==> config.mk <==
export PLATFORM = sky130hd
export DESIGN_NAME = fft_stage0_top
export DESIGN_NICKNAME = d
export VERILOG_FILES = /design/src/logic/fft_stage0_pkg.sv /design/src/logic/bf0_row_mem.sv /design/src/logic/bf0_stage_ctrl.sv /design/src/logic/bf0_butterfly.sv /design/src/logic/fft_stage0_top.sv
export SDC_FILE = /design/constraint.sdc
export NUM_CORES = 1
export LEC_CHECK = 0
export ABC_AREA = 1
export BUFFER_PORTS_ARGS = -buffer_cell sky130_fd_sc_hd__buf_4
export CAP_MARGIN = 15
export CELL_PAD_IN_SITES_DETAIL_PLACEMENT = 0
export CELL_PAD_IN_SITES_GLOBAL_PLACEMENT = 2
export CORE_ASPECT_RATIO = 1.4
export CORE_MARGIN = 3
export CORE_UTILIZATION = 43
export CTS_CLUSTER_SIZE = 25
export DETAILED_ROUTE_END_ITERATION = 7
export PLACE_DENSITY = 0.9
export SLEW_MARGIN = 25
export SYNTH_ARGS = -nofsm -noshare
export SYNTH_HDL_FRONTEND = slang
export SYNTH_SLANG_ARGS = --single-unit
==> constraint.sdc <==
create_clock -name clk -period 11.5 [get_ports clk]
set_input_delay 0 -clock clk [delete_from_list [all_inputs] [get_ports clk]]
set_output_delay 0 -clock clk [all_outputs]
set_load 0.03 [all_outputs]
==> src/logic/fft_stage0_pkg.sv <==
package fft_stage0_pkg;

    // complex samples per row.
    localparam int LANES = 4;

    // rows in half a frame.
    localparam int HALF_ROWS = 8;

    // input part width.
    localparam int IN_W = 9;

    // one growth bit for the butterfly.
    localparam int OUT_W = IN_W + 1;

    // row memory address width.
    localparam int ROW_AW = $clog2(HALF_ROWS);

    // first butterfly row that takes the -j rotation.
    localparam int QUARTER_ROWS = HALF_ROWS / 2;

    // input sample.
    typedef struct packed {
        logic signed [IN_W-1:0] re;
        logic signed [IN_W-1:0] im;
    } cplx_in_t;

    // butterfly output sample.
    typedef struct packed {
        logic signed [OUT_W-1:0] re;
        logic signed [OUT_W-1:0] im;
    } cplx_out_t;

    // one row of lanes, lane 0 in the low bits.
    typedef cplx_in_t [LANES-1:0] row_in_t;

    // stored and output rows.
    typedef cplx_out_t [LANES-1:0] row_out_t;

endpackage

==> src/logic/bf0_row_mem.sv <==
module bf0_row_mem
    import fft_stage0_pkg::*;
(
    input  logic              clk,
    input  logic [ROW_AW-1:0] waddr,
    input  logic [ROW_AW-1:0] raddr,
    input  logic              we,
    input  row_out_t          wdata,
    output row_out_t          rdata
);

    // one slot per row of a half frame.
    // holds first-half inputs, later overwritten by the differences.
    row_out_t mem [HALF_ROWS];

    always_ff @(posedge clk) begin
        if (we) begin
            mem[waddr] <= wdata;
        end
    end

    // asynchronous read.
    // a read and a write of the same slot in one cycle returns the old row,
    // which the drain depends on when the next frame fills behind it.
    assign rdata = mem[raddr];

endmodule

==> src/logic/bf0_stage_ctrl.sv <==
module bf0_stage_ctrl
    import fft_stage0_pkg::*;
(
    input  logic              clk,
    input  logic              rstn,
    input  logic              in_valid,
    output logic [ROW_AW-1:0] waddr,
    output logic [ROW_AW-1:0] raddr,
    output logic              we,
    output logic              wsel_diff,
    output logic              bf_en,
    output logic              apply_minus_j,
    output logic              out_valid,
    output logic              out_is_diff
);

    localparam logic [ROW_AW-1:0] LAST_ROW = ROW_AW'(HALF_ROWS - 1);
    localparam logic [ROW_AW-1:0] FIRST_ROT = ROW_AW'(QUARTER_ROWS);

    // row index within the current half.
    logic [ROW_AW-1:0] row_idx;
    // high during the second half of a frame.
    logic              second_half;

    // drain position and active bit.
    logic [ROW_AW-1:0] drain_idx;
    logic              drain_active;

    logic sum_valid_q;
    logic last_bf_q;

    assign bf_en = in_valid && second_half;
    assign apply_minus_j = bf_en && (row_idx >= FIRST_ROT);

    // the butterfly owns the read port when it runs.
    // that only overlaps the drain on its final slot.
    assign raddr = bf_en ? row_idx : drain_idx;

    assign out_valid = sum_valid_q || drain_active;
    assign out_is_diff = drain_active;

    always_ff @(posedge clk or negedge rstn) begin
        if (!rstn) begin
            row_idx     <= '0;
            second_half <= 1'b0;
        end else if (in_valid) begin
            if (row_idx == LAST_ROW) begin
                row_idx     <= '0;
                second_half <= !second_half;
            end else begin
                row_idx <= row_idx + 1'b1;
            end
        end
    end

    // every write lands one cycle after its row arrived.
    // fill rows then trail the drain by a cycle, and the difference
    // matches the butterfly register.
    always_ff @(posedge clk or negedge rstn) begin
        if (!rstn) begin
            we        <= 1'b0;
            waddr     <= '0;
            wsel_diff <= 1'b0;
        end else begin
            we        <= in_valid;
            waddr     <= row_idx;
            wsel_diff <= second_half;
        end
    end

    always_ff @(posedge clk or negedge rstn) begin
        if (!rstn) begin
            sum_valid_q <= 1'b0;
            last_bf_q   <= 1'b0;
        end else begin
            sum_valid_q <= bf_en;
            last_bf_q   <= bf_en && (row_idx == LAST_ROW);
        end
    end

    // drain starts the cycle after the last sum.
    always_ff @(posedge clk or negedge rstn) begin
        if (!rstn) begin
            drain_idx    <= '0;
            drain_active <= 1'b0;
        end else if (last_bf_q) begin
            drain_idx    <= '0;
            drain_active <= 1'b1;
        end else if (drain_active) begin
            drain_idx <= drain_idx + 1'b1;
            if (drain_idx == LAST_ROW) begin
                drain_active <= 1'b0;
            end
        end
    end

endmodule

==> src/logic/bf0_butterfly.sv <==
module bf0_butterfly
    import fft_stage0_pkg::*;
(
    input  logic     clk,
    input  logic     rstn,
    input  logic     en,
    input  logic     apply_minus_j,
    input  row_out_t sr_row,
    input  row_in_t  org_row,
    output row_out_t sum_row,
    output row_out_t diff_row
);

    row_out_t sum_c;
    row_out_t diff_c;

    // per-lane sum and difference.
    always_comb begin : bf_math
        logic signed [OUT_W-1:0] org_re;
        logic signed [OUT_W-1:0] org_im;
        logic signed [OUT_W-1:0] sub_re;
        logic signed [OUT_W-1:0] sub_im;

        for (int i = 0; i < LANES; i++) begin
            // sign extension to the output width.
            org_re = org_row[i].re;
            org_im = org_row[i].im;

            sum_c[i].re = sr_row[i].re + org_re;
            sum_c[i].im = sr_row[i].im + org_im;

            sub_re = sr_row[i].re - org_re;
            sub_im = sr_row[i].im - org_im;

            // multiply by -j.
            if (apply_minus_j) begin
                diff_c[i].re = sub_im;
                diff_c[i].im = -sub_re;
            end else begin
                diff_c[i].re = sub_re;
                diff_c[i].im = sub_im;
            end
        end
    end

    always_ff @(posedge clk or negedge rstn) begin
        if (!rstn) begin
            sum_row  <= '0;
            diff_row <= '0;
        end else if (en) begin
            sum_row  <= sum_c;
            diff_row <= diff_c;
        end
    end

endmodule

==> src/logic/fft_stage0_top.sv <==
module fft_stage0_top
    import fft_stage0_pkg::*;
(
    input  logic     clk,
    input  logic     rstn,
    input  logic     in_valid,
    input  row_in_t  in_row,
    output logic     out_valid,
    output logic     out_is_diff,
    output row_out_t out_row
);

    logic [ROW_AW-1:0] waddr;
    logic [ROW_AW-1:0] raddr;
    logic              we;
    logic              wsel_diff;
    logic              bf_en;
    logic              apply_minus_j;

    row_out_t in_ext;
    row_out_t in_row_q;
    row_out_t wdata;
    row_out_t rdata;
    row_out_t sum_row;
    row_out_t diff_row;

    // widen the input row for storage.
    always_comb begin
        for (int i = 0; i < LANES; i++) begin
            in_ext[i].re = in_row[i].re;
            in_ext[i].im = in_row[i].im;
        end
    end

    // fill rows are written a cycle late.
    always_ff @(posedge clk) begin
        in_row_q <= in_ext;
    end

    assign wdata = wsel_diff ? diff_row : in_row_q;

    // the last drain slot can coincide with the next frame's first butterfly
    // read. Its difference still sits in the butterfly register then.
    always_comb begin
        if (!out_is_diff) begin
            out_row = sum_row;
        end else if (bf_en) begin
            out_row = diff_row;
        end else begin
            out_row = rdata;
        end
    end

    bf0_stage_ctrl u_ctrl (
        .clk          (clk),
        .rstn         (rstn),
        .in_valid     (in_valid),
        .waddr        (waddr),
        .raddr        (raddr),
        .we           (we),
        .wsel_diff    (wsel_diff),
        .bf_en        (bf_en),
        .apply_minus_j(apply_minus_j),
        .out_valid    (out_valid),
        .out_is_diff  (out_is_diff)
    );

    bf0_row_mem u_mem (
        .clk  (clk),
        .waddr(waddr),
        .raddr(raddr),
        .we   (we),
        .wdata(wdata),
        .rdata(rdata)
    );

    bf0_butterfly u_bf (
        .clk          (clk),
        .rstn         (rstn),
        .en           (bf_en),
        .apply_minus_j(apply_minus_j),
        .sr_row       (rdata),
        .org_row      (in_row),
        .sum_row      (sum_row),
        .diff_row     (diff_row)
    );

endmodule

==> out/qor.csv, run 1 <==
stage,metric,value,unit
run_status,outcome,"complete, no violations",
cts,post_cts resized,0,
timing,Setup TNS Final,0,ps
detailed_routing,vias,33900,
synth,#FFs+latches synth,887,
place,routability cong.,0.888,
timing,hold_ws,38.1,ps
detailed_routing,DR WL/cell,22.3,um
synth,syn nets,4898,
detailed_routing,via density per instance,5.45,
worst_setup_path,worst path arrival time,5880,ps
grt,initial antenna violation count,12,
timing,Final Slew Violations,0,
grt,Global Route Usage Sum,0.261,
synth,synthesized area,0.0437,sq mm
worst_setup_path,worst stage delay on the critical path,660,ps
synth,cell taking the most area after synthesis,edfxtp_1,
cts,Num CTS Buffers,88,
grt,pin count of the biggest net entering global routing,177,
cts,H-tree levels,3,
layout,fraction of layout cells with a size suffix above 1,0.0833,
timing,final hold vios,0,
worst_setup_path,r2r setup slk,6140,ps
detailed_routing,DR iter-0 viols,2606,
synth,Synth area leaders,"edfxtp_1 44%, nand2_1 11%, dfrtp_1 10%",
synth,top cell type's share of synthesized area,0.440,
cts,TritonCTS Sinks,887,
detailed_routing,drt first pass iters,5,
die,Rows,137,
timing,Worst Tran Pin Value,1110,ps
synth,dominant synthesized flop cell,edfxtp_1,
place,I/O Buffers,156,
die,height of the die,383,um
timing,fmax,186,MHz
worst_hold_path,Hold Path Stages,2,
timing,slack of the critical path,6140,ps
run,max cap viols,0,
worst_setup_path,Critical Path Start Type,register,
layout,FF+latch area,0.0250,sq mm
timing,"Setup violations, final",0,
cts,clk_lat worst skew,680,ps
worst_setup_path,Critical Path Slowest Stage Cell,nand2_4,
layout,nets@finish,5063,
cts,clk root buf,clkbuf_16,
detailed_routing,drt drc,0,
cts,clock slew at reported path FFs,60,ps
synth,post-synthesis cell count,4647,
timing,relative slew slack,0.254,
worst_setup_path,WP data required,12020,ps
worst_setup_path,Crit Path Category,register to register,
timing,Clock Skews,32.6,ps
worst_setup_path,"critical path fanouts, max",176,
grt,vias in the first global route,33100,
cts,CTS tree,built,
grt,remaining global-route overflow,0,
die,core area,0.100,sq mm
detailed_routing,Final Routed Wirelength,138,mm
die,Starting Density,0.436,
synth,sequential share of the synthesized area,0.573,
die,die width,275,um
worst_setup_path,R2R depth,20,
worst_hold_path,HP Class,input port to register,
detailed_routing,Post-DRT Antenna Nets,0,
die,io pins,157,
timing,RSZ-0062 raised after global routing,no,
die,area of the die,0.106,sq mm
layout,Multi-input gate area,0.0161,sq mm
synth,Avg Inst Size Synth,9.40,sq um
worst_setup_path,crit-path cells,nand2_8 -> nand2_1 -> buf_4 -> nand2_4 -> buf_12 -> o21ai_0 -> o211ai_1 -> o21ai_2 -> ha_1 -> fa_1 -> ha_1 -> inv_1 -> nor2_1 -> nand2_1 -> nor2_1 -> nand3_1 -> nor2_1 -> nand2_1 -> nand3_1 -> o211ai_1,
cts,CTS max path bufs,3,
timing,crit path time final,5360,ps
place,Detailed Place HPWL,89.8,mm
layout,P&R area growth vs syn,14.8,%
synth,Netlist cell types,45,
timing,final period utilization,0.466,
place,"worst slack, placed",6200,ps
synth,Ys Warns,0,
synth,ys async rst share,0.197,
synth,"EDFF count, synth",640,
worst_setup_path,Crit. End Element,register,
layout,Fillers,9327,
grt,first-pass GRT wire length,207,mm
## flip-flops by register name (all words and copies together), names as in the netlist
name and flops:
u_ctrl.drain_idx 3, u_ctrl.last_bf_q 1, u_ctrl.waddr 3, u_ctrl.we 1
u_bf.diff_row 80, u_ctrl.wsel_diff 1, u_bf.sum_row 80, u_ctrl.sum_valid_q 1
u_ctrl.row_idx 3, u_ctrl.second_half 1, u_ctrl.out_is_diff 1, u_mem.mem 640
in_row_q 72
## logic make-up (layout without fill, tap and decap cells)
logic type      Yosys count  after routing  share of synthesized area
xor+xnor                 63             63                     0.0126
flops                   887            887                      0.573
compound gates          789            789                      0.102
fa+ha+maj               176            176                     0.0531
simple gates           2082           2082                      0.198
other cells               0              6                          0
buf+inv                 650            891                     0.0612
## per-layer routing
layer / GRT usage / vias to the layer above / routed length, um
met5: 0 / - / 31
met4: 0.0876 / 6 / 4270
met3: 0.0297 / 191 / 7360
met2: 0.463 / 998 / 70600
met1: 0.328 / 16600 / 56200
li1: - / 16100 / -
## path summary, 6_finish.rpt
path,to,startpoint
min reg2reg,u_ctrl.waddr[0],u_ctrl.row_idx[0]
min in group asynchronous,u_bf.sum_row[47],rstn
max,u_bf.diff_row[68],u_ctrl.second_half
max reg2reg,u_bf.diff_row[68],u_ctrl.second_half
min,in_row_q[75],in_row[68]
max in group asynchronous,u_bf.sum_row[26],rstn
## synth_stat cells, drive strengths merged, types with 13 or more instances
cell type,instances
o21bai,14
dfrtp,175
clkbuf,122
nand2,1234
xor2,62
buf,125
nand4,14
o221ai,25
inv,400
o21ai,458
o211ai,34
nand3b,27
o22ai,80
fa,16
nand3,460
nor2,318
edfxtp,640
nor3,13
dfxtp,72
a22oi,13
a221oi,16
a21oi,124
ha,160
## worst max-delay path, delay by kind of cell, from the launching register on
family,cells,cell delay (ps)
fa+ha+maj,3,980
compound gates,4,710
buf+inv,3,940
flops,1,470
simple gates,10,1960
## through the flow
stage                      util  area [sq um]  instances
after detailed placement  0.458         45900       5928
after CTS                 0.500         50100       6208
after global routing      0.500         50100       6208
final                     0.500         50200       6214
after floorplan               -         43700       4647
after global placement    0.458         45900       5928
## what timing repair did
action | 4_1_cts | 5_1_grt
hold buffers | 114 | 0
setup buffers | 0 | 0
endpoints found under the hold margin | 245 | 0
## layout make-up
cell class / instances / share of cell area
Sequential cell: 887 / 0.499
Multi-Input combinational cell: 3110 / 0.321
Timing Repair Buffer: 322 / 0.0550
Clock buffer: 110 / 0.0472
Tap cell: 1320 / 0.0329
Inverter: 403 / 0.0305
Clock inverter: 56 / 0.0141
Antenna cell: 6 / 0.000299
## placed cells by master, fill, tap and decap left out, drive strengths merged, types with 124 or more instances in the layout
cell type and count:
ha 160, nor2 318, edfxtp 640, nand2 1234
inv 408, o21ai 458, a21oi 124, dfrtp 175
nand3 460, buf 209
Power of run 1 is not shown: default switching activity piles up to over one toggle a cycle in this logic, so the estimate is an artifact.
==> run 2: changes to the inputs <==
ABC_AREA = 0   (was 1)
PLACE_DENSITY = 0.85   (was 0.9)
clock period = 5.1 ns   (was 11.5 ns; I/O delays follow)
==> run 2 against run 1 <==
Effect of this change:
- sequential cell count unchanged
- clock skew is 2.3 ps lower
- critical path depth unchanged
- synthesized area decreased by 3.0%
- final area is 1.4% lower
- critical path type unchanged
- sequential share of layout area is 0.71 points higher
- setup slack worse by 5800 ps
- critical endpoint is now u_bf.diff_row[27]
- via count is 18% lower
- worst hold slack got worse by 6.7 ps
==> out/qor.csv, run 2 <==
stage,metric,value,unit
synth,post-synthesis cell count,3586,
die,area of the die,0.102,sq mm
worst_hold_path,HP Class,input port to register,
layout,nets@finish,4098,
worst_setup_path,worst r2r src,u_ctrl.second_half,
run,max cap viols,0,
worst_setup_path,crit path from,u_ctrl.second_half,
grt,Global Route Usage Sum,0.225,
synth,Synth area leaders,"edfxtp_1 45%, dfrtp_1 10%, nand2_1 6.1%",
layout,top flop regs,"u_mem.mem: 640 flops, u_bf.diff_row: 80 flops, u_bf.sum_row: 80 flops",
timing,final hold vios,0,
synth,Netlist cell types,69,
grt,global routing usage on met2,0.396,
synth,most common cell in the synthesized netlist,nand2_1,
timing,fmax,211,MHz
grt,vias in the first global route,28500,
layout,P&R area growth vs syn,16.8,%
worst_setup_path,"critical path fanouts, max",44,
timing,Setup TNS Final,0,ps
layout,Largest Register,u_mem.mem,
timing,relative slew slack,0.301,
place,Detailed Place HPWL,75.6,mm
layout,max reg flops,640,
cts,clk root buf,clkbuf_16,
cts,H-tree levels,3,
worst_setup_path,Setup crit end,u_bf.diff_row[27],
grt,initial antenna violation count,4,
worst_setup_path,r2r setup slk,370,ps
timing,Clock Skews,30.4,ps
cts,TritonCTS Sinks,887,
worst_setup_path,Critical Path Start Type,register,
worst_setup_path,FF-to-FF End,u_bf.diff_row[27],
worst_setup_path,R2R depth,20,
grt,M1 GR Usage,0.292,
worst_setup_path,WP data required,5650,ps
timing,crit path time final,4730,ps
synth,synthesized area,0.0424,sq mm
synth,syn nets,3837,
detailed_routing,DR WL/cell,22.0,um
grt,remaining global-route overflow,0,
grt,most used routing layer,met2,
synth,"EDFF count, synth",640,
place,routability cong.,0.843,
synth,dominant synthesized flop cell,edfxtp_1,
synth,sequential share of the synthesized area,0.591,
grt,pin count of the biggest net entering global routing,100,
synth,Avg Inst Size Synth,11.8,sq um
detailed_routing,DR iter-0 viols,1893,
timing,Worst Tran Pin Value,1050,ps
worst_setup_path,worst path arrival time,5280,ps
die,Rows,135,
die,io pins,157,
cts,CTS max path bufs,3,
detailed_routing,drt first pass iters,8,
detailed_routing,via density per instance,5.31,
timing,"Setup violations, final",0,
layout,"leading cell type in the layout, fill and taps excluded",nand2_1,
worst_setup_path,Crit Path Category,register to register,
die,height of the die,377,um
synth,#FFs+latches synth,887,
detailed_routing,Post-DRT Antenna Nets,0,
detailed_routing,vias,27700,
cts,Num CTS Buffers,88,
timing,final period utilization,0.928,
synth,ys async rst share,0.197,
die,core area,0.0973,sq mm
place,I/O Buffers,156,
synth,top cell type's share of synthesized area,0.454,
detailed_routing,Final Routed Wirelength,115,mm
cts,CTS tree,built,
synth,cell taking the most area after synthesis,edfxtp_1,
cts,clock slew at reported path FFs,60,ps
detailed_routing,drt drc,0,
die,die width,271,um
die,Starting Density,0.435,
grt,grt met3 use,0.0294,
timing,RSZ-0062 raised after global routing,no,
synth,"top cells by count, synth","683 x nand2_1, 640 x edfxtp_1, 192 x inv_1",
layout,most frequent cells in the layout,"683 x nand2_1, 640 x edfxtp_1, 229 x buf_4, 192 x inv_1, 172 x dfrtp_1",
layout,fraction of layout cells with a size suffix above 1,0.158,
grt,first-pass GRT wire length,176,mm
worst_hold_path,Hold Path Stages,2,
cts,clk_lat worst skew,670,ps
run_status,outcome,"complete, no violations",
timing,Final Slew Violations,0,
layout,Fillers,8739,
worst_setup_path,Crit. End Element,register,
synth,Ys Warns,0,
[run 2: cell types whose count changed after synthesis, sizes merged, moves of 60 or more]
cell    previous run  this run
nand2           1234       684
nand2b             0        97
nand3            460       141
o22ai             80         8
xnor2              1       126
nor2             318       136
mux2               0       105
mux4               0        76
o21ai            458       302
inv              400       193
buf              125        65
[run 2: worst min-delay path by stage]
| stage | start | endpoint | slack, ps |
|---|---|---|---|
| after floorplan | rstn | u_bf.diff_row[0] | -300 |
| after global placement | rstn | u_bf.sum_row[66] | 30 |
| after detailed placement | rstn | u_bf.sum_row[66] | 40 |
| after CTS | in_row[33] | in_row_q[36] | 0.4 |
| after global routing | in_row[0] | in_row_q[0] | 20 |
| final | in_row[47] | in_row_q[52] | 30 |
[run 2: per-stage QoR]
| stage | setup slack [ps] | hold WS (ps) | instance area [sq um] | instances | util |
|---|---|---|---|---|---|
| detailed placement | 364 | 42.1 | 45200 | 4930 | 0.465 |
| global placement | 429 | 33.4 | 45200 | 4929 | 0.464 |
| global route | 33.8 | 24.0 | 49500 | 5223 | 0.508 |
| floorplan | 664 | -296 | 42400 | 3586 | - |
| CTS | 279 | 0.367 | 49400 | 5221 | 0.508 |
| finish | 369 | 31.4 | 49500 | 5223 | 0.508 |
[run 2: worst max-delay path, stage by stage (launching register included)]
cell      delay (ps)
dfrtp_1          470
and3_1           230
buf_4            200
a21oi_4          160
buf_12           260
buf_4            220
nand2_1           60
and3_1           160
a311oi_1         290
a21oi_2          120
ha_1             250
fa_1             420
nand2b_1         170
a21oi_1          210
xnor2_1          230
nand2_1          140
or3_1            390
nor2_1           160
xnor2_1          140
a21oi_1           80
a21o_1           190
[run 2: final cells by class]
type,count,area [sq um],area share
Sequential cell,887,25100,0.506
Multi-Input combinational cell,2307,15900,0.320
Timing Repair Buffer,370,3270,0.0662
Clock buffer,126,2510,0.0507
Tap cell,1301,1630,0.0329
Inverter,193,729,0.0147
Clock inverter,38,427,0.00862
Antenna cell,1,2.50,0.0000506
[run 2: per-layer routing]
layer	routed length [um]	share of wire
met1	49000	0.43
met4	2430	0.021
met3	5600	0.049
met5	13	0.00011
met2	57600	0.50
[run 2: what timing repair did]
item | in CTS | in global routing
gates resized for setup | 0 | 3
endpoints found under the setup margin | 0 | 9
buffers inserted | 0 | 1
hold endpoints to repair | 296 | 0
hold buffers | 127 | 0
[run 2: cells by family after synthesis]
kind of cell             count (synthesis)  share of synthesized area
flip-flops                             887                      0.591
adder cells (fa/ha/maj)                176                     0.0548
AO/OA/AOI/OAI                          602                     0.0849
multiplexers                           227                     0.0803
AND/OR/NAND/NOR                       1138                      0.116
XOR/XNOR                               164                     0.0350
buffers and inverters                  392                     0.0380
Power of run 2 is left out for the same reason.
